--- config.mk ---
export PLATFORM = sky130hd
export DESIGN_NAME = memory_stage
export DESIGN_NICKNAME = d
export VERILOG_FILES = /design/src/verilog/tinker_pkg.sv /design/src/verilog/memory_stage.sv
export SDC_FILE = /design/constraint.sdc
export NUM_CORES = 1
export LEC_CHECK = 0
export ABC_AREA = 1
export BUFFER_PORTS_ARGS = -buffer_cell sky130_fd_sc_hd__buf_2
export CAP_MARGIN = 20
export CORE_AREA = 3 3 143 145
export DETAILED_ROUTE_END_ITERATION = 10
export DIE_AREA = 0 0 146 148
export PLACE_DENSITY_LB_ADDON = 0.08
export SLEW_MARGIN = 20
export SYNTH_ARGS = -nofsm -noshare
export SYNTH_HDL_FRONTEND = slang
export SYNTH_SLANG_ARGS = --single-unit
export TNS_END_PERCENT = 30
--- constraint.sdc ---
create_clock -name clk -period 5.7 [get_ports clk]
set_input_delay 1.14 -clock clk [delete_from_list [all_inputs] [get_ports clk]]
set_output_delay 1.14 -clock clk [all_outputs]
set_load 0.02 [all_outputs]
--- src/verilog/tinker_pkg.sv ---
package tinker_pkg;

    typedef logic [63:0] word_t;     // register / memory doubleword
    typedef logic [31:0] addr_t;     // byte address
    typedef logic [31:0] instr_t;
    typedef logic [4:0]  reg_idx_t;
    typedef logic [11:0] lit_t;      // instr[11:0]
    typedef logic [4:0]  opcode_t;   // instr[31:27]

    // host port handshake
    typedef enum logic [1:0] {
        idle,
        ack_high,
        wait_release
    } host_state_e;

    localparam addr_t  PC_RESET_ADDR = 32'h2000;
    localparam int     MEM_BYTES     = 16384;
    localparam int     MEM_AW        = $clog2(MEM_BYTES);
    localparam instr_t NOP_INSTR     = 32'h8800_0000;   // mov r0,r0

    localparam opcode_t OP_AND    = 5'h00;
    localparam opcode_t OP_OR     = 5'h01;
    localparam opcode_t OP_XOR    = 5'h02;
    localparam opcode_t OP_NOT    = 5'h03;
    localparam opcode_t OP_SHFTR  = 5'h04;
    localparam opcode_t OP_SHFTRI = 5'h05;
    localparam opcode_t OP_SHFTL  = 5'h06;
    localparam opcode_t OP_SHFTLI = 5'h07;
    localparam opcode_t OP_HALT   = 5'h0f;
    localparam opcode_t OP_LOAD   = 5'h10;   // mov rd,(rs)(L)
    localparam opcode_t OP_MOV_RR = 5'h11;
    localparam opcode_t OP_MOV_RL = 5'h12;
    localparam opcode_t OP_STORE  = 5'h13;   // mov (rd)(L),rs
    localparam opcode_t OP_ADD    = 5'h18;
    localparam opcode_t OP_ADDI   = 5'h19;
    localparam opcode_t OP_SUB    = 5'h1a;
    localparam opcode_t OP_SUBI   = 5'h1b;
    localparam opcode_t OP_MUL    = 5'h1c;

    typedef struct packed {
        logic reg_write;
        logic mem_read;
        logic mem_write;
        logic mem_to_reg;   // wb takes load data
        logic halt;
    } ctrl_t;

    typedef struct packed {
        instr_t instr;
    } ifid_t;

    typedef struct packed {
        ctrl_t    ctrl;
        opcode_t  opcode;
        reg_idx_t rd;
        reg_idx_t rs;
        reg_idx_t rt;
        lit_t     lit;
        word_t    rd_val;
        word_t    rs_val;
        word_t    rt_val;
    } idex_t;

    typedef struct packed {
        ctrl_t    ctrl;
        word_t    alu_result;   // also the load/store address
        word_t    store_data;
        reg_idx_t dest;
    } exmem_t;

    typedef struct packed {
        ctrl_t    ctrl;
        word_t    mem_data;
        word_t    alu_result;
        reg_idx_t dest;
    } memwb_t;

    // writeback channel, seen by regfile and forwarding
    typedef struct packed {
        logic     we;
        reg_idx_t dest;
        word_t    data;
    } wb_t;

endpackage

--- src/verilog/memory_stage.sv ---
`timescale 1ns/1ns

module memory_stage
    import tinker_pkg::*;
(
    input  logic   clk,
    input  logic   reset,
    input  logic   run,
    input  exmem_t exmem,
    output addr_t  data_addr,
    output logic   data_we,
    output word_t  data_wdata,
    input  word_t  data_rdata,   // same-cycle load data
    output wb_t    wb,
    output logic   hlt
);

    memwb_t memwb;

    assign data_addr  = exmem.alu_result[31:0];
    assign data_we    = exmem.ctrl.mem_write;
    assign data_wdata = exmem.store_data;

    // writeback mux
    assign wb.we   = memwb.ctrl.reg_write;
    assign wb.dest = memwb.dest;
    assign wb.data = memwb.ctrl.mem_to_reg ? memwb.mem_data : memwb.alu_result;

    always_ff @(posedge clk or posedge reset) begin
        if (reset) begin
            memwb <= '0;
            hlt   <= 1'b0;
        end else if (!run) begin
            memwb <= '0;
            hlt   <= 1'b0;   // cleared only by run low
        end else begin
            memwb.ctrl       <= exmem.ctrl;
            memwb.mem_data   <= data_rdata;
            memwb.alu_result <= exmem.alu_result;
            memwb.dest       <= exmem.dest;
            hlt              <= hlt | exmem.ctrl.halt;   // rises with halt in MEM/WB
        end
    end

endmodule

---- Word level (Yosys, flattened, before mapping) ----
Cells that the tools add are included.
storage, ports and cells
  logic and storage cells ................. 10
  bits of input ports ..................... 205
  output and inout port bits .............. 168
  register bits ........................... 136
cells by class
  mux-type cells .......................... 3
  bitwise operators ....................... 1
operators by type and width
  cell          count
  $mux W138     1
  $mux W64      1
  $mux W1       1
  $or A1 B1 Y1  1

---- Logic depth before layout (Yosys ltp) ----
  word-level depth ........................ 2
  mapped depth ............................ 5
  depth with buffers taken out ............ 3

---- Worst setup path after synthesis ----
Ideal clock, no wire load.
  path type ............................... input to output
  from .................................... in exmem[69] (netlist bit)
  to ...................................... out data_addr[0]
  path buffers ............................ 1
  data required time ...................... 4560 ps
  setup slack ............................. 3286 ps
  cell stages on the path ................. 1
  arrival time ............................ 1274 ps
  cells stage by stage .................... buf_4
RTL lines
  what             RTL line            text
  start, declared  memory_stage.sv:9   input exmem_t exmem,
  end, declared    memory_stage.sv:10  output addr_t data_addr,
No word-level cell between the ends.

==> summary.txt <==
Flow run
  • Max Cap Viol: 0

CTS
  • H-tree levels: 4
  • Post-CTS setup buffer count: 0
  • CTS tree: yes
  • TritonCTS Buffers: 17
  • Clock buffer depth: 2
  • Sink Count: between 100 and 150
  • Root buf cell: clkbuf_16
  • Post-CTS sizing: 0
  • Worst-Skew Late Latency: ~400 ps
  • Hold-fix buffers, CTS: 0
  • Clock transition at path regs: 60 ps

Timing
  • Tightest Pin Transition: between 800 and 900 ps
  • Part of the cycle the worst path needs: 0.561
  • Max Freq: 313 MHz
  • Crit path time final: between 3000 and 4000 ps
  • Hold Fails Final Rpt: 0
  • Worst-case clock skew: 0 ps
  • Setup TNS: 0 ps
  • RSZ-0062 raised after global routing: false
  • # setup viols final: 0
  • Fin worst setup slack: between 2000 and 3000 ps
  • Slew HR: 0.423
  • Max-slew violation count: 0

Global routing
  • Initial antenna violation count: 1
  • Vias in the first global route: about 4700
  • Total GRT Usage: 0.141
  • Total grt overflow: 0
  • Global-route wire length before repair: 24100 um
  • Pin count of the biggest net entering global routing: 91

Die
  • CORE AREA: roughly 19000 um^2
  • Initial Util: 0.317
  • Die height: between 100 and 150 um
  • Row cnt: 51
  • Die W: 146 um
  • Number of I/O pins: 373
  • Die area: 21600 um^2

Final layout
  • Area occupied by multi-input gates: 1230 um^2
  • Filler Cell Count: 2053
  • Reg area: roughly 3400 um^2
  • Diode count: 0
  • Fin nets: 1072
  • Share of cells above drive strength 1: 0.316
  • Area grow syn2layout: 19.8%
  • Final non-filler cell area: 7330 um^2
  • Non-filler cells, final: 1145

Setup path
  • Kind of critical path: reg2out
  • Arr. time, crit path: around 2100 ps
  • CP max-delay cell: buf_4
  • Delay-heaviest family, CP: buffers and inverters
  • CP max stage delay: 510 ps
  • Worst endpoint required time: 4560 ps
  • Crit. path cell count: 5
  • CP bufs+invs: 3
  • Top cell by count, worst path: nand2_1
  • Crit start category: flip-flop
  • CP Max Fanout: 45
  • Worst reg2reg path depth: 2
  • R2R Setup Slk: 5090 ps
  • CP endpoint kind: output pin
  • Critical-path cell list: inv_2 -> buf_4 -> nand2_1 -> nand2_1 -> buf_2

Route
  • Routed wire per std cell: between 10 and 15 um
  • Vias post-DR: 4429
  • Initial drt markers: 100
  • DRT Wirelength: 14800 um
  • DRT Pass-1 Iters: 4
  • Via density: 3.87
  • Antenna-violating nets left: 0
  • Residual DRC: 0

Synthesis
  • #FFs+latches synth: 136
  • Total number of yosys warnings: 0
  • Unique masters post-synth: 8
  • Cells after Synth: approximately 730
  • Syn Area/Cell: 8.34 um^2
  • Syn_nets: 939
  • Netlist area before placement: 6120 um^2
  • Sequential fraction of the synthesis area: 0.556

Run status
  • Outcome: complete, no violations

Placed design
  • Placed Area: 6730 um^2
  • Placed insts: about 1100
  • Post-place setup slack: 2790 ps
  • Placed wire-length estimate: 10200 um
  • Port bufs: 241
  • GP Congestion: between 0.7 and 0.8

Power and ir drop
  • Maximum vdd drop: approximately 180 uV
  • Power Density: 329 nW/um^2
  • Leak Pwr: 4.97 nW
  • Pwr Total: 2.41 mW

Worst hold path
  • Worst hold path type: reg2reg
  • Hold path depth: 2
placed cells by master, fill, tap and decap left out:
master / count
buf_2: 240
buf_4: 5
bufinv_16: 3
clkbuf_1: 2
clkbuf_16: 17
clkbuf_8: 1
clkinv_2: 4
clkinv_4: 3
clkinvlp_4: 2
dfrtp_1: 135
dfrtp_2: 1
inv_1: 136
inv_2: 1
inv_6: 1
nand2_1: 327
nor2_1: 2
cells by family after synthesis:
group | share of synthesized area
DFF | 0.556
and+or+nand+nor | 0.202
buffers and inverters | 0.242
synthesized netlist by cell type:
cell type / n / area [um^2]
dfrtp_1: 136 / 3400
buf_2: 15 / 75.1
inv_2: 1 / 3.75
nand2_1: 327 / 1230
inv_1: 137 / 514
nor2_1: 2 / 7.51
buf_6: 5 / 56.3
buf_4: 111 / 833
layer usage:
metal  GRT usage  wire length (um)  up-vias
met2       0.217              6720      213
met5           0                17        -
met3      0.0699              1400       11
met1       0.176              6530     1981
met4      0.0400               140        2
li1            -                 -     2222
state kept, by name, summed over array words and instances (netlist names):
signal / count
memwb: 129
wb: 6
hlt: 1
stage by stage:
stage / hold WS (ps) / utilization
after detailed placement: 483 / 0.348
after floorplan: 588 / -
after global placement: 472 / 0.348
final: 490 / 0.379
after CTS: 496 / 0.379
after global routing: 579 / 0.379
worst paths after layout:
path	start	endpoint
setup / recovery	memwb[134]	wb[48]
hold / removal	hlt	hlt
setup reg to reg	hlt	hlt
hold reg to reg	hlt	hlt
max in group asynchronous	reset	wb[69]
min in group asynchronous	reset	memwb[84]
cell type report:
cell class	count	share of cell area
sequential	136	0.464
clock inverter	12	0.0207
multi-input combinational	329	0.168
tap	265	0.0452
clock buffer	20	0.0609
inverter	138	0.0713
timing repair buffer	245	0.169
worst register-to-register path, stage by stage (launching register included):
cell	delay, ps
dfrtp_1	370
nor2_1	90
nor2_1	50
where the power goes:
part           internal, mW  leakage [nW]  switching, mW  total (mW)
registers              1.01          1.75         0.0119        1.03
clock network         0.698         0.290          0.408        1.11
logic                0.0957          2.93          0.186       0.282
(Power assumes the default switching activity.)
