==> src/verilog/tinker_pkg.sv <==
package tinker_pkg;

    typedef logic [63:0] word_t;     // register / memory doubleword
    typedef logic [31:0] addr_t;     // byte address
    typedef logic [31:0] instr_t;
    typedef logic [4:0]  reg_idx_t;
    typedef logic [11:0] lit_t;      // instr[11:0]
    typedef logic [4:0]  opcode_t;   // instr[31:27]

    // host port handshake
    typedef enum logic [1:0] {
        idle,
        ack_high,
        wait_release
    } host_state_e;

    localparam addr_t  PC_RESET_ADDR = 32'h2000;
    localparam int     MEM_BYTES     = 16384;
    localparam int     MEM_AW        = $clog2(MEM_BYTES);
    localparam instr_t NOP_INSTR     = 32'h8800_0000;   // mov r0,r0

    localparam opcode_t OP_AND    = 5'h00;
    localparam opcode_t OP_OR     = 5'h01;
    localparam opcode_t OP_XOR    = 5'h02;
    localparam opcode_t OP_NOT    = 5'h03;
    localparam opcode_t OP_SHFTR  = 5'h04;
    localparam opcode_t OP_SHFTRI = 5'h05;
    localparam opcode_t OP_SHFTL  = 5'h06;
    localparam opcode_t OP_SHFTLI = 5'h07;
    localparam opcode_t OP_HALT   = 5'h0f;
    localparam opcode_t OP_LOAD   = 5'h10;   // mov rd,(rs)(L)
    localparam opcode_t OP_MOV_RR = 5'h11;
    localparam opcode_t OP_MOV_RL = 5'h12;
    localparam opcode_t OP_STORE  = 5'h13;   // mov (rd)(L),rs
    localparam opcode_t OP_ADD    = 5'h18;
    localparam opcode_t OP_ADDI   = 5'h19;
    localparam opcode_t OP_SUB    = 5'h1a;
    localparam opcode_t OP_SUBI   = 5'h1b;
    localparam opcode_t OP_MUL    = 5'h1c;

    typedef struct packed {
        logic reg_write;
        logic mem_read;
        logic mem_write;
        logic mem_to_reg;   // wb takes load data
        logic halt;
    } ctrl_t;

    typedef struct packed {
        instr_t instr;
    } ifid_t;

    typedef struct packed {
        ctrl_t    ctrl;
        opcode_t  opcode;
        reg_idx_t rd;
        reg_idx_t rs;
        reg_idx_t rt;
        lit_t     lit;
        word_t    rd_val;
        word_t    rs_val;
        word_t    rt_val;
    } idex_t;

    typedef struct packed {
        ctrl_t    ctrl;
        word_t    alu_result;   // also the load/store address
        word_t    store_data;
        reg_idx_t dest;
    } exmem_t;

    typedef struct packed {
        ctrl_t    ctrl;
        word_t    mem_data;
        word_t    alu_result;
        reg_idx_t dest;
    } memwb_t;

    // writeback channel, seen by regfile and forwarding
    typedef struct packed {
        logic     we;
        reg_idx_t dest;
        word_t    data;
    } wb_t;

endpackage

==> src/verilog/fetch_stage.sv <==
`timescale 1ns/1ns

module fetch_stage
    import tinker_pkg::*;
(
    input  logic   clk,
    input  logic   reset,
    input  logic   run,
    input  logic   stall,
    input  logic   halting,
    output addr_t  fetch_addr,
    input  instr_t fetch_instr,   // combinational read at pc
    output ifid_t  ifid
);

    addr_t pc;

    assign fetch_addr = pc;

    always_ff @(posedge clk or posedge reset) begin
        if (reset) begin
            pc         <= PC_RESET_ADDR;
            ifid.instr <= NOP_INSTR;
        end else if (!run) begin
            pc         <= PC_RESET_ADDR;   // parked at reset state
            ifid.instr <= NOP_INSTR;
        end else if (halting) begin
            ifid.instr <= NOP_INSTR;       // drain, pc frozen
        end else if (!stall) begin
            pc         <= pc + 32'd4;
            ifid.instr <= fetch_instr;
        end
        // stall: pc and IF/ID hold
    end

endmodule

==> config.mk <==
export PLATFORM = sky130hd
export DESIGN_NAME = fetch_stage
export DESIGN_NICKNAME = d
export VERILOG_FILES = /design/src/verilog/tinker_pkg.sv /design/src/verilog/fetch_stage.sv
export SDC_FILE = /design/constraint.sdc
export NUM_CORES = 1
export LEC_CHECK = 0
export BUFFER_PORTS_ARGS = -buffer_cell sky130_fd_sc_hd__buf_2
export CAP_MARGIN = 20
export CORE_MARGIN = 4
export CORE_UTILIZATION = 54
export DETAILED_ROUTE_END_ITERATION = 10
export GPL_TIMING_DRIVEN = 0
export PLACE_DENSITY_LB_ADDON = 0.25
export SKIP_LAST_GASP = 1
export SLEW_MARGIN = 20
export SYNTH_ARGS = -nofsm -noshare
export SYNTH_HDL_FRONTEND = slang
export SYNTH_SLANG_ARGS = --single-unit
==> constraint.sdc <==
create_clock -name clk -period 2.6 [get_ports clk]
set_input_delay 0.26 -clock clk [delete_from_list [all_inputs] [get_ports clk]]
set_output_delay 0.26 -clock clk [all_outputs]
set_load 0.01 [all_outputs]
=== After elaboration in Yosys (flattened, before gate mapping) ===
Index checks and enable logic that the tools add are counted.

* Input port bits: 37
* Output and inout bits: 64
* Flip-flop bits (word level): 64

* Add/sub/neg operators: 1
* Eq/ne operators: 3
* Muxes and demuxes: 6
* Reductions and logical operators: 1

{| class="wikitable"
|+ Operators by type and width
! cell !! number
|-
| $mux 32 || 6
|-
| $add 32x3->32 const B || 1
|-
| $ne 2x2->1 const B || 2
|-
| $ne 3x2->1 const B || 1
|-
| $reduce_and 2->1 || 1
|}

=== Longest topological paths before layout ===
Gate-level depths: netlist of run 1.

* Depth in word-level cells: 4
* Mapped depth: 6

=== Worst setup path after synthesis of run 1 ===
Ideal clock, no wire load.

* Kind: register -> register
* Start: register pc[13], in the netlist fetch_addr[13]
* End: register pc[28], in the netlist fetch_addr[28]
* Data required time: 2.521 ns
* Setup slack: 0.952 ns
* Stages on the path, launching flop included: 6
* Period minus slack after synthesis: 1.648 ns
* Data arrival time: 1.568 ns
* Path through: dfstp_2 and3_1 nand4_2 buf_6 nor4_1 mux2i_1

* Word-level cells in the longest chain between the ends: 4

{| class="wikitable"
|+ Ends and longest elaborated chain
! item !! line !! text
|-
| start, declared || fetch_stage.sv:16 || <nowiki>addr_t pc;</nowiki>
|-
| start signal, assigned || fetch_stage.sv:30 || <nowiki>pc <= pc + 32'd4;</nowiki>
|-
| $add 32x3->32 || fetch_stage.sv:30 ||
|-
| $mux 32 || fetch_stage.sv:29 || <nowiki>end else if (!stall) begin</nowiki>
|-
| $mux 32 || fetch_stage.sv:27 || <nowiki>end else if (halting) begin</nowiki>
|-
| $mux 32 || fetch_stage.sv:24 || <nowiki>end else if (!run) begin</nowiki>
|}

No other way between the ends. The select of a mux whose other input is x is not followed.
A chain may end at the register's enable or synchronous reset.

=== Worst setup path in the final report of run 1 ===
Ends and elaborated chain as after synthesis.

==> impl_metrics.tcl, run 1 <==
set metrics [dict create \
    tightest_slew_ns 0.525 \
    ys_seq_area_frac 0.527 \
    worst_setup_path_start_kind "register" \
    crit_arrival_ns 2.20 \
    finalCritPeriodShare 0.750 \
    clk_latency_ns 0.33 \
    yosys_warnings 0 \
    drt_iter0_markers 118 \
    combPwrFrac 0.077 \
    dieArea_um2 6710 \
    post-place-ws_ns 0.741 \
    dpl_cell_area_um2 3550 \
    async_flop_share 1.00 \
    routed_wl_um 7070 \
    grt_pass1_vias 2463 \
    worst_r2r_path_depth 5 \
    cp-end-kind "register" \
    avgSynthCellArea_um2 10.6 \
    min_to "ifid[24]" \
    die_w_um 81.9 \
    synth_seq_cells 62 \
    cp_max_fo 10 \
    clock_path_buffers 2 \
    die_h_um 81.9 \
    fin_crit_ns 1.95 \
    port_buffers 96 \
    pwr-share-clk 0.474 \
    cts.reportedPaths.clkPinSlew_ns 0.07 \
    nets 425 \
    area_delta_synth_final_pct 29.2 \
    pwr_density_cell_nw_per_um2 582 \
    fin_ws_ns 0.650 \
    outcome "completed" \
    ys.flop_type "dfrtp_1" \
    r2r_end "fetch_addr[28]" \
    p_total_w 0.00222 \
    power.internal_w 0.00175 \
    numCtsBuffers 9 \
    drc 0 \
    layout_common_cells "102 x buf_2, 59 x dfrtp_1, 39 x nor2_1" \
    avgRoutedWirePerCell_um 15.3 \
    hold_viol_final 0 \
    synth_cells 277 \
    p_switching_w 0.000472 \
    sw_frac_of_total 0.212 \
    cts_setup_buffers 0 \
    start_util 0.567 \
    grt_max_degree 59 \
    fmax_mhz 513 \
    hold_start "fetch_instr[24]" \
    grt_pass1_wl_um 11400 \
    power_frac_seq 0.448 \
    grt_overflow_total 0 \
    final_common_cell "buf_2" \
    synth_area_leaders "dfrtp_1 50%, mux2i_1 12%, nor2_1 5.0%, dfstp_2 2.7%, nand2_1 2.4%" \
    antenna-diode-count 0 \
    reg2reg_slack_ns 0.65 \
    gr-usage-all-layers 0.226 \
    peakVddDrop_mv 0.361 \
    core_um2 5200 \
    synth_top_area_frac 0.501 \
    min_path_type "in -> reg" \
    synth_edf_count 0 \
    critPathKind "reg -> reg" \
    ant_nets 0 \
    antenna_found_initial 0 \
    slew-limit-headroom 0.650 \
    cts_resized 0 \
    dr.pass1.iters 4 \
    fin_area_um2 3810 \
    ios 101 \
    htreeDepth 3 \
    cellLeakagePower_nw 1.96 \
    cts_tree "done" \
    vias_per_cell 5.36 \
    finalSetupViolCount 0 \
    clock_sinks 62 \
    finalWeightedCongestion 0.803 \
    slew_violations 0 \
    yosysTopAreaCell "dfrtp_1" \
    drive_gt1_frac 0.342 \
    synthDistinctLibCells 38 \
    fin_skew_ns 0.00645 \
    hpwl_um 5030 \
    dp_cells 445 \
    synth_area_um2 2950 \
    row_count 26 \
    cap_viol_max_count 0 \
    whs_path_depth 3 \
    cts_root_buf "clkbuf_8" \
    r2r-start "fetch_addr[13]" \
    fin_tns_setup_ns 0 \
    vias 2477 \
    crit_required_ns 2.85 \
    stdcell_count 462 \
    rsz0062_at_grt "no" \
]
what timing repair did:
item                                    in CTS  in global routing
endpoints found under the setup margin       0                  0
endpoints found under the hold margin        4                  0
hold buffers                                 1                  0
per-layer routing:
metal | vias up | share of wire | track usage
met3 | 14 | 0.069 | 0.0559
met2 | 82 | 0.50 | 0.366
li1 | 1198 | - | -
met4 | 0 | 0.023 | 0.121
met1 | 1183 | 0.41 | 0.277
met5 | - | 0 | 0
layout make-up:
class	instances	area (um2)
Inverter	3	13.8
Clock inverter	3	90.1
Multi-Input combinational cell	196	1280
Timing Repair Buffer	98	518
Tap cell	70	87.6
Fill cell	406	1400
Buffer	17	101
Clock buffer	13	159
Sequential cell	62	1560
kinds of logic after synthesis:
logic type / synth area share
AO/OA/AOI/OAI: 0.0704
XOR/XNOR: 0.0267
adder cells (fa/ha/maj): 0.00424
buffers and inverters: 0.0382
flip-flops: 0.527
multiplexers: 0.122
other: 0.00127
AND/OR/NAND/NOR: 0.210
how the worst max path moves through the flow:
stage                         startpoint              to  slack, ns
after global routing      fetch_addr[13]  fetch_addr[28]       0.55
after detailed placement  fetch_addr[13]  fetch_addr[28]       0.74
final                     fetch_addr[13]  fetch_addr[28]       0.65
after floorplan                    reset  fetch_addr[10]       0.80
after global placement             reset   fetch_addr[9]       0.03
after CTS                 fetch_addr[13]  fetch_addr[28]       0.65
stage by stage:
step / hold WS (ns) / util
floorplan: 0.413 / -
global placement: 0.496 / 0.676
detailed placement: 0.146 / 0.682
CTS: 0.146 / 0.732
global route: 0.167 / 0.732
finish: 0.163 / 0.732
state kept, by name, summed over array words and instances (netlist names):
| register | cells |
|---|---|
| ifid | 32 |
| fetch_addr | 30 |
Yosys cell counts, types with 6 or more instances:
master     n
xor2_1     7
buf_2      6
o31ai_1    9
nor4_1     6
a21oi_1   13
nand3_1    9
mux2i_1   36
nand2_1   19
nor2_1    39
nand2b_1   7
dfrtp_1   59
or4_1      9
worst max-delay path: stages (launching register included):
cell	delay, ns
dfstp_2	0.56
and3_1	0.24
nand4_2	0.19
buf_6	0.20
nor4_1	0.40
mux2i_1	0.27
power by group through the flow:
stage	Combinational, W	Clock [W]	Sequential [W]
finish	0.000172	0.00105	0.000994
global route	0.000191	0.00111	0.000996
CTS	0.000175	0.00107	0.000995
detailed placement	0.000173	0	0.00101
global placement	0.000162	0	0.00101
floorplan	0.0000911	0	0.00102
(Power assumes the default switching activity.)
==> run 2: changes to the inputs <==
- ABC_AREA: not set -> 1
- CORE_UTILIZATION: 54 -> 46
- clock period: 2.6 -> 1.7 ns (I/O delays scaled with it)
==> run 2 against run 1 <==
Clock skew hardly changed. Via count is 21% higher. Synthesized cell count is 45% higher. Largest cell class unchanged. Die area is 21% higher. Sequential power is 53% higher. Register-to-register slack worse by 0.50 ns. Flip-flop and latch count stayed put. Global-route usage is 2.6 points lower.
==> impl_metrics.tcl, run 2 <==
set metrics [dict create \
    outcome "completed" \
    row_count 29 \
    largest_reg_flops 32 \
    drive_gt1_frac 0.293 \
    antenna_found_initial 0 \
    cp-end-kind "register" \
    tightest_slew_ns 0.724 \
    r2r-start "fetch_addr[3]" \
    fin_hold_ws_ns 0.0623 \
    grt_use_met1 0.244 \
    r2r_end "fetch_addr[26]" \
    core_um2 6420 \
    ios 101 \
    avgSynthCellArea_um2 7.67 \
    grt_use_met3 0.0693 \
    async_flop_share 1.00 \
    ys.flop_type "dfrtp_1" \
    dr.pass1.iters 4 \
    vias 2985 \
    startpoint "fetch_addr[3]" \
    worst_r2r_path_depth 8 \
    hpwl_um 5920 \
    synthDistinctLibCells 28 \
    fin_ws_ns 0.150 \
    die_w_um 90.0 \
    nets 552 \
    avgRoutedWirePerCell_um 13.1 \
    drc 0 \
    clock_path_buffers 2 \
    routed_wl_um 7800 \
    fin_skew_ns 0.00646 \
    grt_overflow_total 0 \
    cts_tree "done" \
    grt_pass1_vias 2970 \
    grt_max_degree 34 \
    synth_area_leaders "dfrtp_1 48%, nand2_1 16%, a21oi_1 8.4%, nor2_1 6.2%, nand3_1 3.6%" \
    antenna-diode-count 0 \
    cp_max_fo 8 \
    cap_viol_max_count 0 \
    layout_common_cells "130 x nand2_1, 102 x buf_2, 59 x dfrtp_1" \
    finalWeightedCongestion 0.870 \
    area_delta_synth_final_pct 26.6 \
    clock_sinks 62 \
    cts_root_buf "clkbuf_8" \
    ant_nets 0 \
    drt_iter0_markers 161 \
    fmax_mhz 645 \
    yosysTopAreaCell "dfrtp_1" \
    htreeDepth 3 \
    min_path_type "in -> reg" \
    dpl_cell_area_um2 3700 \
    synth_top_area_frac 0.478 \
    crit_arrival_ns 1.77 \
    slew_violations 0 \
    synth_common_cells "130 x nand2_1, 59 x dfrtp_1, 52 x a21oi_1, 51 x nor2_1, 25 x inv_1" \
    grt_pass1_wl_um 13500 \
    synth_area_um2 3090 \
    rsz0062_at_grt "no" \
    reg2reg_slack_ns 0.15 \
    dieArea_um2 8100 \
    cp-endpoint "fetch_addr[26]" \
    die_h_um 90.0 \
    finalCritPeriodShare 0.912 \
    pwr_density_cell_nw_per_um2 797 \
    busiest_layer "met2" \
    fin_area_um2 3920 \
    synth_edf_count 0 \
    finalSetupViolCount 0 \
    start_util 0.481 \
    ys_seq_area_frac 0.503 \
    grt_use_met2 0.340 \
    gr-usage-all-layers 0.200 \
    worst_setup_path_start_kind "register" \
    p_total_w 0.00312 \
    synth_seq_cells 62 \
    crit_required_ns 1.92 \
    fin_crit_ns 1.55 \
    cellLeakagePower_nw 2.00 \
    yosys_warnings 0 \
    numCtsBuffers 9 \
    synth_cells 403 \
    clk_latency_ns 0.33 \
    final_common_cell "nand2_1" \
    critPathKind "reg -> reg" \
    synth.most_common_cell "nand2_1" \
    cts.reportedPaths.clkPinSlew_ns 0.07 \
    hold_viol_final 0 \
    fin_tns_setup_ns 0 \
    vias_per_cell 5.01 \
    port_buffers 97 \
    top_register "ifid" \
    peakVddDrop_mv 0.449 \
    cts_setup_buffers 0 \
    post-place-ws_ns 0.175 \
    slew-limit-headroom 0.517 \
]
[run 2: cell types whose count changed after synthesis, moves of 5 or more]
cell	before	now
nand2_1	19	130
a21oi_1	13	52
mux2i_1	36	0
inv_1	3	25
nand3_1	9	22
nor2_1	39	51
o31ai_1	9	0
or4_1	9	0
nand2b_1	7	0
xor2_1	7	0
and3_1	5	0
nor2_2	0	5
nor2_4	0	5
nor4_1	6	1
[run 2: cell type report]
class / instances / area, um2
tap: 77 / 96.3
clock inverter: 3 / 42.5
buffer: 16 / 88.8
multi-input combinational: 296 / 1340
timing repair buffer: 99 / 515
fill: 593 / 2510
sequential: 62 / 1560
clock buffer: 13 / 159
inverter: 30 / 119
[run 2: how the worst min path moves through the flow]
stage	end	slack (ns)	depth (start not counted)	start
CTS	ifid[27]	0.05	3	fetch_instr[27]
global placement	ifid[31]	0.39	3	fetch_instr[31]
floorplan	fetch_addr[10]	0.29	1	reset
finish	ifid[27]	0.06	3	fetch_instr[27]
global route	ifid[27]	0.06	3	fetch_instr[27]
detailed placement	ifid[23]	0.33	2	reset
[run 2: cell families (layout without fill, tap and decap cells)]
logic type / Yosys count / in the layout / synth area share
compound gates: 61 / 61 / 0.0987
fa+ha+maj: 1 / 1 / 0.00405
buf+inv: 46 / 161 / 0.0660
flops: 62 / 62 / 0.503
other cells: 1 / 2 / 0.00121
simple gates: 232 / 232 / 0.327
[run 2: layer usage]
metal / vias to the layer above / part of all wire
met5: - / 0
met4: 0 / 0.0083
met3: 9 / 0.079
met2: 89 / 0.49
met1: 1391 / 0.43
li1: 1496 / -
[run 2: power by group]
part           internal (W)  total, W  switching (W)
clock              0.000757   0.00133       0.000577
sequential          0.00150   0.00152      0.0000174
combinational     0.0000993  0.000266       0.000166
total               0.00236   0.00312       0.000761
[run 2: timing repair]
| item | 4_1_cts | 5_1_grt |
|---|---|---|
| endpoints found under the setup margin | 0 | 1 |
| endpoints found under the hold margin | 30 | 0 |
| gates resized for setup | 0 | 1 |
| hold buffers | 1 | 0 |
[run 2: critical path: stages, from the launching register on]
cell and delay, ns:
dfrtp_1 0.41, ha_1 0.22, nand2_1 0.09, nor2_2 0.17, nand3_2 0.13, nor2_4 0.20, nand3_1 0.10, nand2_1 0.07
nor2_1 0.04
[run 2: through the flow]
stage               instances  utilization
finish                    596        0.610
global route              596        0.610
CTS                       596        0.609
detailed placement        579        0.576
global placement          578        0.573
floorplan                 404            -
