===== src/verilog/tinker_pkg.sv =====
package tinker_pkg;

    typedef logic [63:0] word_t;     // register / memory doubleword
    typedef logic [31:0] addr_t;     // byte address
    typedef logic [31:0] instr_t;
    typedef logic [4:0]  reg_idx_t;
    typedef logic [11:0] lit_t;      // instr[11:0]
    typedef logic [4:0]  opcode_t;   // instr[31:27]

    // host port handshake
    typedef enum logic [1:0] {
        idle,
        ack_high,
        wait_release
    } host_state_e;

    localparam addr_t  PC_RESET_ADDR = 32'h2000;
    localparam int     MEM_BYTES     = 16384;
    localparam int     MEM_AW        = $clog2(MEM_BYTES);
    localparam instr_t NOP_INSTR     = 32'h8800_0000;   // mov r0,r0

    localparam opcode_t OP_AND    = 5'h00;
    localparam opcode_t OP_OR     = 5'h01;
    localparam opcode_t OP_XOR    = 5'h02;
    localparam opcode_t OP_NOT    = 5'h03;
    localparam opcode_t OP_SHFTR  = 5'h04;
    localparam opcode_t OP_SHFTRI = 5'h05;
    localparam opcode_t OP_SHFTL  = 5'h06;
    localparam opcode_t OP_SHFTLI = 5'h07;
    localparam opcode_t OP_HALT   = 5'h0f;
    localparam opcode_t OP_LOAD   = 5'h10;   // mov rd,(rs)(L)
    localparam opcode_t OP_MOV_RR = 5'h11;
    localparam opcode_t OP_MOV_RL = 5'h12;
    localparam opcode_t OP_STORE  = 5'h13;   // mov (rd)(L),rs
    localparam opcode_t OP_ADD    = 5'h18;
    localparam opcode_t OP_ADDI   = 5'h19;
    localparam opcode_t OP_SUB    = 5'h1a;
    localparam opcode_t OP_SUBI   = 5'h1b;
    localparam opcode_t OP_MUL    = 5'h1c;

    typedef struct packed {
        logic reg_write;
        logic mem_read;
        logic mem_write;
        logic mem_to_reg;   // wb takes load data
        logic halt;
    } ctrl_t;

    typedef struct packed {
        instr_t instr;
    } ifid_t;

    typedef struct packed {
        ctrl_t    ctrl;
        opcode_t  opcode;
        reg_idx_t rd;
        reg_idx_t rs;
        reg_idx_t rt;
        lit_t     lit;
        word_t    rd_val;
        word_t    rs_val;
        word_t    rt_val;
    } idex_t;

    typedef struct packed {
        ctrl_t    ctrl;
        word_t    alu_result;   // also the load/store address
        word_t    store_data;
        reg_idx_t dest;
    } exmem_t;

    typedef struct packed {
        ctrl_t    ctrl;
        word_t    mem_data;
        word_t    alu_result;
        reg_idx_t dest;
    } memwb_t;

    // writeback channel, seen by regfile and forwarding
    typedef struct packed {
        logic     we;
        reg_idx_t dest;
        word_t    data;
    } wb_t;

endpackage


===== src/verilog/decode_stage.sv =====
`timescale 1ns/1ns

module decode_stage
    import tinker_pkg::*;
(
    input  logic     clk,
    input  logic     reset,
    input  logic     run,
    input  ifid_t    ifid,
    output reg_idx_t rd_idx,
    output reg_idx_t rs_idx,
    output reg_idx_t rt_idx,
    input  word_t    rd_data,
    input  word_t    rs_data,
    input  word_t    rt_data,
    output logic     stall,
    output logic     halting,
    output idex_t    idex
);

    opcode_t opcode;
    lit_t    lit;
    ctrl_t   ctrl;
    logic    halt_seen;   // halt already went down the pipe

    // field split
    assign opcode = ifid.instr[31:27];
    assign rd_idx = ifid.instr[26:22];
    assign rs_idx = ifid.instr[21:17];
    assign rt_idx = ifid.instr[16:12];
    assign lit    = ifid.instr[11:0];

    always_comb begin
        ctrl = '0;
        case (opcode)
            OP_ADD, OP_ADDI, OP_SUB, OP_SUBI, OP_MUL,
            OP_AND, OP_OR, OP_XOR, OP_NOT,
            OP_SHFTR, OP_SHFTRI, OP_SHFTL, OP_SHFTLI,
            OP_MOV_RR, OP_MOV_RL: ctrl.reg_write = 1'b1;
            OP_LOAD: begin
                ctrl.reg_write  = 1'b1;
                ctrl.mem_read   = 1'b1;
                ctrl.mem_to_reg = 1'b1;
            end
            OP_STORE: ctrl.mem_write = 1'b1;
            OP_HALT:  ctrl.halt      = 1'b1;
            default:  ctrl = '0;   // dropped opcodes run as bubbles
        endcase
    end

    // load in EX, its dest read here -> wait one cycle
    // rd checked too, immediate forms and store read it
    assign stall = idex.ctrl.mem_read &&
                   ((idex.rd == rd_idx) || (idex.rd == rs_idx) || (idex.rd == rt_idx));

    assign halting = (ctrl.halt && !stall) || halt_seen;

    always_ff @(posedge clk or posedge reset) begin
        if (reset) begin
            halt_seen <= 1'b0;
        end else if (!run) begin
            halt_seen <= 1'b0;
        end else if (ctrl.halt && !stall) begin
            halt_seen <= 1'b1;
        end
    end

    // ID/EX register
    always_ff @(posedge clk or posedge reset) begin
        if (reset) begin
            idex <= '0;
        end else if (!run || stall) begin
            idex <= '0;   // bubble
        end else begin
            idex.ctrl   <= ctrl;
            idex.opcode <= opcode;
            idex.rd     <= rd_idx;
            idex.rs     <= rs_idx;
            idex.rt     <= rt_idx;
            idex.lit    <= lit;
            idex.rd_val <= rd_data;
            idex.rs_val <= rs_data;
            idex.rt_val <= rt_data;
        end
    end

endmodule


===== config.mk =====
export PLATFORM = sky130hd
export DESIGN_NAME = decode_stage
export DESIGN_NICKNAME = d
export VERILOG_FILES = /design/src/verilog/tinker_pkg.sv /design/src/verilog/decode_stage.sv
export SDC_FILE = /design/constraint.sdc
export NUM_CORES = 1
export LEC_CHECK = 0
export BUFFER_PORTS_ARGS = -buffer_cell sky130_fd_sc_hd__buf_4
export CORE_AREA = 5 5 179 181
export CTS_BUF_LIST = sky130_fd_sc_hd__clkbuf_8
export CTS_CLUSTER_DIAMETER = 120
export CTS_CLUSTER_SIZE = 25
export DETAILED_ROUTE_END_ITERATION = 7
export DIE_AREA = 0 0 184 186
export GPL_TIMING_DRIVEN = 0
export PLACE_DENSITY_LB_ADDON = 0.15
export SLEW_MARGIN = 20
export SYNTH_ARGS = -nofsm -noshare
export SYNTH_HDL_FRONTEND = slang
export SYNTH_SLANG_ARGS = --single-unit

===== constraint.sdc =====
create_clock -name clk -period 7.65 [get_ports clk]
set_clock_uncertainty 0.15 [all_clocks]
set_input_delay 0.3825 -clock clk [delete_from_list [all_inputs] [get_ports clk]]
set_output_delay 0.3825 -clock clk [all_outputs]
set_load 0.1 [all_outputs]

==> Yosys cells after proc, flatten, opt, wreduce, memory -nomap -nowiden <==
Cells that the tools add are included.
{ "totals": {"input_bits": 227, "output_inout_bits": 246, "regBits": 230} }
{ "classes": {"n_mux": 7, "reduce_logical": 10, "n_eq_ne": 21} }
{ "op_table": {"columns": ["cell", "count"], "rows": [
  ["2-to-1 mux 229 bit", 1],
  ["== test 5 bit (second input constant)", 9],
  ["== test 5 x 3 -> 1 bit (second input constant)", 4],
  ["OR reduction 16 bit", 1],
  ["== test 5 bit", 3],
  ["== test 5 x 2 -> 1 bit (second input constant)", 2],
  ["2-to-1 mux 1 bit", 6],
  ["== test 5 x 1 -> 1 bit (second input constant)", 1],
  ["== test 5 x 4 -> 1 bit (second input constant)", 1],
  ["zero test 5 bit", 1],
  ["logical OR 1 bit", 4],
  ["logical AND 1 bit", 2],
  ["zero test 1 bit", 2],
  ["inequality test 2 x 1 -> 1 bit (second input constant)", 1]
]} }

==> Logic depth before layout (Yosys ltp) <==
Gate-level depths: netlist of run 1.
{ "depth": {"depth_word": 8, "mapped_depth": 7, "depth_no_buf": 6} }

==> Worst setup path before layout of run 1 <==
No wires, ideal clock.
{ "synth_timing": {"path_type": "register to output", "from": "reg idex[215] (netlist bit)", "to": "out halting", "arrival_ns": 3.751, "n_path_buf": 0, "slack_ns": 3.367, "stages_incl_launch_ff": 5, "cell_sequence": "dfrtp_1 xor2_1 nor3_1 and4_4 o31ai_1"} }
{ "synth_between": {"elab_chain_cells": 7, "elab_cells_between_ends": 9, "classes_between": "eq/ne: 3; reduce/logical: 6"} }
{ "synth_lines": {"columns": ["item", "line", "text"], "rows": [
  ["start, declared", "decode_stage.sv:18", "output idex_t idex"],
  ["== test 5 bit", "decode_stage.sv:54", "((idex.rd == rd_idx) || (idex.rd == rs_idx) || (idex.rd == rt_idx));"],
  ["logical OR 1 bit", "decode_stage.sv:54", null],
  ["logical OR 1 bit *", "decode_stage.sv:54", null],
  ["logical AND 1 bit *", "decode_stage.sv:53", "assign stall = idex.ctrl.mem_read &&"],
  ["zero test 1 bit *", "decode_stage.sv:56", "assign halting = (ctrl.halt && !stall) || halt_seen;"],
  ["logical AND 1 bit *", "decode_stage.sv:56", null],
  ["logical OR 1 bit *", "decode_stage.sv:56", null],
  ["end, declared", "decode_stage.sv:17", "output logic halting,"]
]} }
Mark *: on every way between the ends. The rest lies on a longest branch, timed or not.

==> Worst setup path after layout of run 1 <==
{ "layout_timing": {"from": "in ifid[18] (netlist bit)", "to": "out stall"} }
{ "layout_between": {"elab_chain_cells": 4} }
{ "layout_lines": {"columns": ["item", "line", "text"], "rows": [
  ["start, declared", "decode_stage.sv:9", "input ifid_t ifid,"],
  ["== test 5 bit", "decode_stage.sv:54", null],
  ["logical OR 1 bit (2 in series)", "decode_stage.sv:54", null],
  ["logical AND 1 bit", "decode_stage.sv:53", null],
  ["end, declared", "decode_stage.sv:16", "output logic stall,"]
]} }
Every way passes these cells.

==> results of run 1 <==
-- registers in the layout, summed over array words and instances (netlist names) --
signal and cells:
idex 228, halt_seen 1
-- worst paths after layout --
kind,end
min in group asynchronous,idex[49]
setup / recovery,stall
hold reg to reg,halt_seen
max in group asynchronous,idex[109]
setup reg to reg,idex[226]
hold / removal,idex[103]
-- layout make-up --
cell class / instances / area share
well taps: 396 / 0.0343
clock buffers: 13 / 0.0124
inverters: 5 / 0.00182
repair buffers: 700 / 0.406
flip-flops and latches: 229 / 0.397
clock inverters: 2 / 0.00165
multi-input cells: 264 / 0.117
diodes: 1 / 0.000173
plain buffers: 65 / 0.0300
-- worst max-delay path, stage by stage --
cell           delay, ns
dlygate4sd3_1       0.54
buf_4               0.15
xor2_1              0.13
nor3_1              0.24
and4_4              0.30
nor2_8              0.08
buf_6               0.16
inv_2               0.08
buf_4               0.29
-- per-stage QoR --
stage / utilization / hold slack (ns) / setup slack, ns
2_1_floorplan: - / 0.357 / 0.841
3_3_place_gp: 0.393 / 0.470 / -2.15
3_5_place_dp: 0.396 / 0.320 / 5.27
4_1_cts: 0.477 / 0.00163 / 4.68
5_1_grt: 0.477 / 0.000385 / 4.62
6_report: 0.477 / 0.0283 / 4.74
-- placed cells by master, fill, tap and decap left out, drive strengths merged, types with 2 or more instances in the layout --
cell type    count
clkbuf          46
dlygate4sd3    227
a21oi            3
buf            505
nand2            2
xnor2           12
xor2             3
nor2             4
and3           225
dfrtp          229
nand3            5
inv              7
nor3             3
-- per-layer routing --
metal  track usage  vias up  wire length [µm]
met1         0.195     3396             11700
li1              -     3303                 -
met2         0.311      302             16100
met4        0.0402        0               612
met5             0        -                 0
met3        0.0428       31              2480
-- logic make-up (layout without fill, tap and decap cells) --
group,Yosys count,count (layout),share of synthesized area
other cells,0,1,0
buf+inv,70,785,0.0575
compound gates,6,6,0.00508
xor+xnor,15,15,0.0167
simple gates,243,243,0.193
flops,229,229,0.727
-- where the power goes --
part           switching (W)  internal, W  total (W)
registers          0.0000204      0.00127    0.00129
logic               0.000643     0.000277   0.000920
clock network       0.000386     0.000165   0.000550
-- timing repair --
item                                   in CTS  in global routing
buffers inserted                            0                  0
hold buffers                              227                  0
resized for setup                           0                  0
endpoints found under the hold margin     292                  0
==> results.ini, run 1 <==
[die]
die_w_um = 184
ios = 473
die_y_um = 186
fp-row-count = 64
initial_utilization = 0.260
dieArea_mm2 = 0.0342
core_area_mm2 = 0.0303

[clocking]
cts-root-buf = clkbuf_8
htree_levels = 1
cts_tree = yes
worstSkewPairLatency_ns = 0.52
clock_sinks = 229
cts_buffer_depth = 3
cts_made_buffers = 13
cts.clk_slew.worst_paths_ns = 0.14

[global_routing]
grt_max_degree = 101
grt_antenna_before_repair = 1
grt_first_pass_wirelength_um = 45000
grt.total_usage = 0.168
gr-total-overflow = 0
first_global_vias = 7557

[sta]
hold_viol_final = 0
tightest_slew_ns = 0.694
post-route-period-util = 0.381
rsz0062_at_grt = no
clock.fmax_ghz = 0.343
setup_violations = 0
finalSetupTns_ns = 0
slew_headroom = 0.537
fin_crit_ns = 2.91
drv_slew = 0

[route]
wirelength_um = 30900
vias = 7032
first_pass_iters = 4
via_per_inst = 4.20
ant_nets = 0
drt_iter0_markers = 240
post-route-drc-count = 0
wl_per_cell_um = 18.5

[worst_hold_path]
min_path_type = input pin to register
whs_path_depth = 2
min-delay-start = rs_data[39]

[power]
p_per_area_mw_per_mm2 = 191
p_leak_nw = 7.87
max-vdd-ir-drop_v = 0.000132
power.total_w = 0.00276

[placed_design]
place_area_mm2 = 0.0120
hpwlAfterDp_um = 22900
place_inst = 1432
io_buffers = 471
gp_congestion = 0.785

[final_layout]
fin_cells = 1675
num-fill-cells = 2778
layout-drive-gt1-share = 0.417
areaGrowthSynthToFinish_pct = 83.4
multi_input_area_mm2 = 0.00169
regArea_mm2 = 0.00573
stdcell_area_mm2 = 0.0144
nNetsFinal = 1505

[status]
status = finished, final reports clean

[flow_run]
maxCapViolations = 0

[setup_path]
crit_type = input pin to primary output
crit_fanout = 10
end_kind = primary output
required_ns = 7.12
cp-start-kind = input pin
r2r_start = idex[215]
cp-startpoint = ifid[18]
cp.arrival_ns = 2.38
worstRegToRegCells = 8
r2r_slack_ns = 5.26

[synthesis]
synthArstFlopShare = 1.00
syn_nets = 790
synth-seq-cells = 229
syn_area_mm2 = 0.00788
synth_area_leaders = dfrtp_1, and3_1, buf_6
synthDistinctLibCells = 23
synth_area_leader_cell = dfrtp_1
yosys_warnings = 0
synth_top_area_share = 0.727
synth_most_common_cell = dfrtp_1
synth_flop_cell = dfrtp_1
ys_seq_area_frac = 0.727
syn_inst = 563
syn_avg_cell_area_um2 = 14.0
synth_edf_count = 0
synthTopCellsByCount = dfrtp_1, and3_1, clkbuf_1

No activity file was read; power rests on OpenSTA's default activity.
==> run 2: changes to the inputs <==
==> constraint.sdc (replaced) <==
create_clock -name clk -period 2.9 [get_ports clk]
set_clock_uncertainty 0.15 [all_clocks]
set_input_delay 0.145 -clock clk [delete_from_list [all_inputs] [get_ports clk]]
set_output_delay 0.145 -clock clk [all_outputs]
set_load 0.1 [all_outputs]
==> results.ini, run 2 (synthesis gave the netlist of run 1 again) <==
[global_routing]
gr-total-overflow = 0
busiest_layer = met2
grt_max_degree = 33
grt.total_usage = 0.174
use_met3 = 0.0451
grt_antenna_before_repair = 4
met2_usage = 0.316
grtUsageMet1 = 0.203
first_global_vias = 7808
grt_first_pass_wirelength_um = 46400

[worst_hold_path]
min-delay-start = run
whs_path_depth = 3
min_path_type = input pin to register

[die]
core_area_mm2 = 0.0303
fp-row-count = 64
ios = 473
die_w_um = 184
dieArea_mm2 = 0.0342
die_y_um = 186
initial_utilization = 0.260

[final_layout]
stdcell_area_mm2 = 0.0146
layout-drive-gt1-share = 0.419
fin_cells = 1688
top_regs = idex x228, halt_seen x1
top_register = idex
layout_common_cells = buf_4, dlygate4sd3_1, dfrtp_1
areaGrowthSynthToFinish_pct = 85.8
nNetsFinal = 1517
largest_register_ffs = 228
post-route-util = 0.484
mostFrequentLayoutCell = buf_4

[route]
vias = 7070
wl_per_cell_um = 18.6
drt_iter0_markers = 243
first_pass_iters = 4
ant_nets = 0
wirelength_um = 31500
via_per_inst = 4.19
post-route-drc-count = 0

[power]
p_leak_nw = 7.95
max-vdd-ir-drop_v = 0.000414
p_per_area_mw_per_mm2 = 500

[setup_path]
cp-start-kind = register
r2r_slack_ns = 0.34
crit_fanout = 10
cp.arrival_ns = 2.37
crit_type = register to primary output
r2r_start = idex[215]
required_ns = 2.61
cp-startpoint = idex[215]
end_kind = primary output
worstRegToRegCells = 8

[sta]
finalSetupTns_ns = 0
hold_viol_final = 0
drv_slew = 0
post-route-period-util = 0.918
fin_crit_ns = 2.66
tightest_slew_ns = 0.669
clock.fmax_ghz = 0.376
slew_headroom = 0.554
setup_violations = 0
timing.hold.ws_ns = 0.238
rsz0062_at_grt = no

[placed_design]
place_area_mm2 = 0.0121
place_inst = 1438
hpwlAfterDp_um = 23900
io_buffers = 471
gp_congestion = 0.741

[clocking]
cts-root-buf = clkbuf_8
post_cts_buffers = 0
cts.clk_slew.worst_paths_ns = 0.15
cts_tree = yes
cts_made_buffers = 13
htree_levels = 1
cts_buffer_depth = 3
clock_sinks = 229
worstSkewPairLatency_ns = 0.50

[flow_run]
maxCapViolations = 0

[status]
status = finished, final reports clean

==> run 2: layer usage <==
layer,vias to the layer above,part of all wire
li1,3328,-
met1,3392,0.37
met2,295,0.52
met3,51,0.080
met4,4,0.027
met5,-,0.00067
==> run 2: power breakdown <==
group          leakage (nW)  internal [W]  total [W]  switching (W)
Sequential             2.96       0.00335    0.00341      0.0000545
Clock                 0.106      0.000435    0.00146        0.00103
Combinational          4.89      0.000752    0.00245        0.00170
==> run 2: path summary, 6_finish.rpt <==
check	to
max	stall
min	idex[54]
max reg2reg	idex[223]
min reg2reg	halt_seen
max in group asynchronous	idex[32]
min in group asynchronous	idex[193]
==> run 2: critical path, stage by stage (launching register included) <==
cell and delay (ns):
dfrtp_1 0.47, xor2_1 0.18, nor3_1 0.24, and4_4 0.32, nor2_8 0.09, buf_6 0.18
inv_2 0.08, buf_4 0.29
==> run 2: cell type report <==
| type | count | area [µm²] |
|---|---|---|
| fillers | 2757 | 15600 |
| repair buffers | 712 | 6040 |
| flip-flops and latches | 229 | 5730 |
| multi-input cells | 264 | 1710 |
| well taps | 396 | 495 |
| plain buffers | 65 | 434 |
| clock buffers | 13 | 179 |
| clock inverters | 2 | 27.5 |
| inverters | 5 | 22.5 |
| diodes | 2 | 5.00 |
==> run 2: metrics by stage <==
step	worst slack, ns	power [W]
floorplan	-0.389	0.00498
global placement	-1.96	0.00564
detailed placement	0.735	0.00567
CTS	0.137	0.00743
global route	0.0942	0.00763
finish	0.239	0.00732
==> run 2: repair_timing <==
item / in CTS / in global routing
endpoints found under the hold margin: 395 / 0
hold buffers: 233 / 0
gates resized for setup: 0 / 0
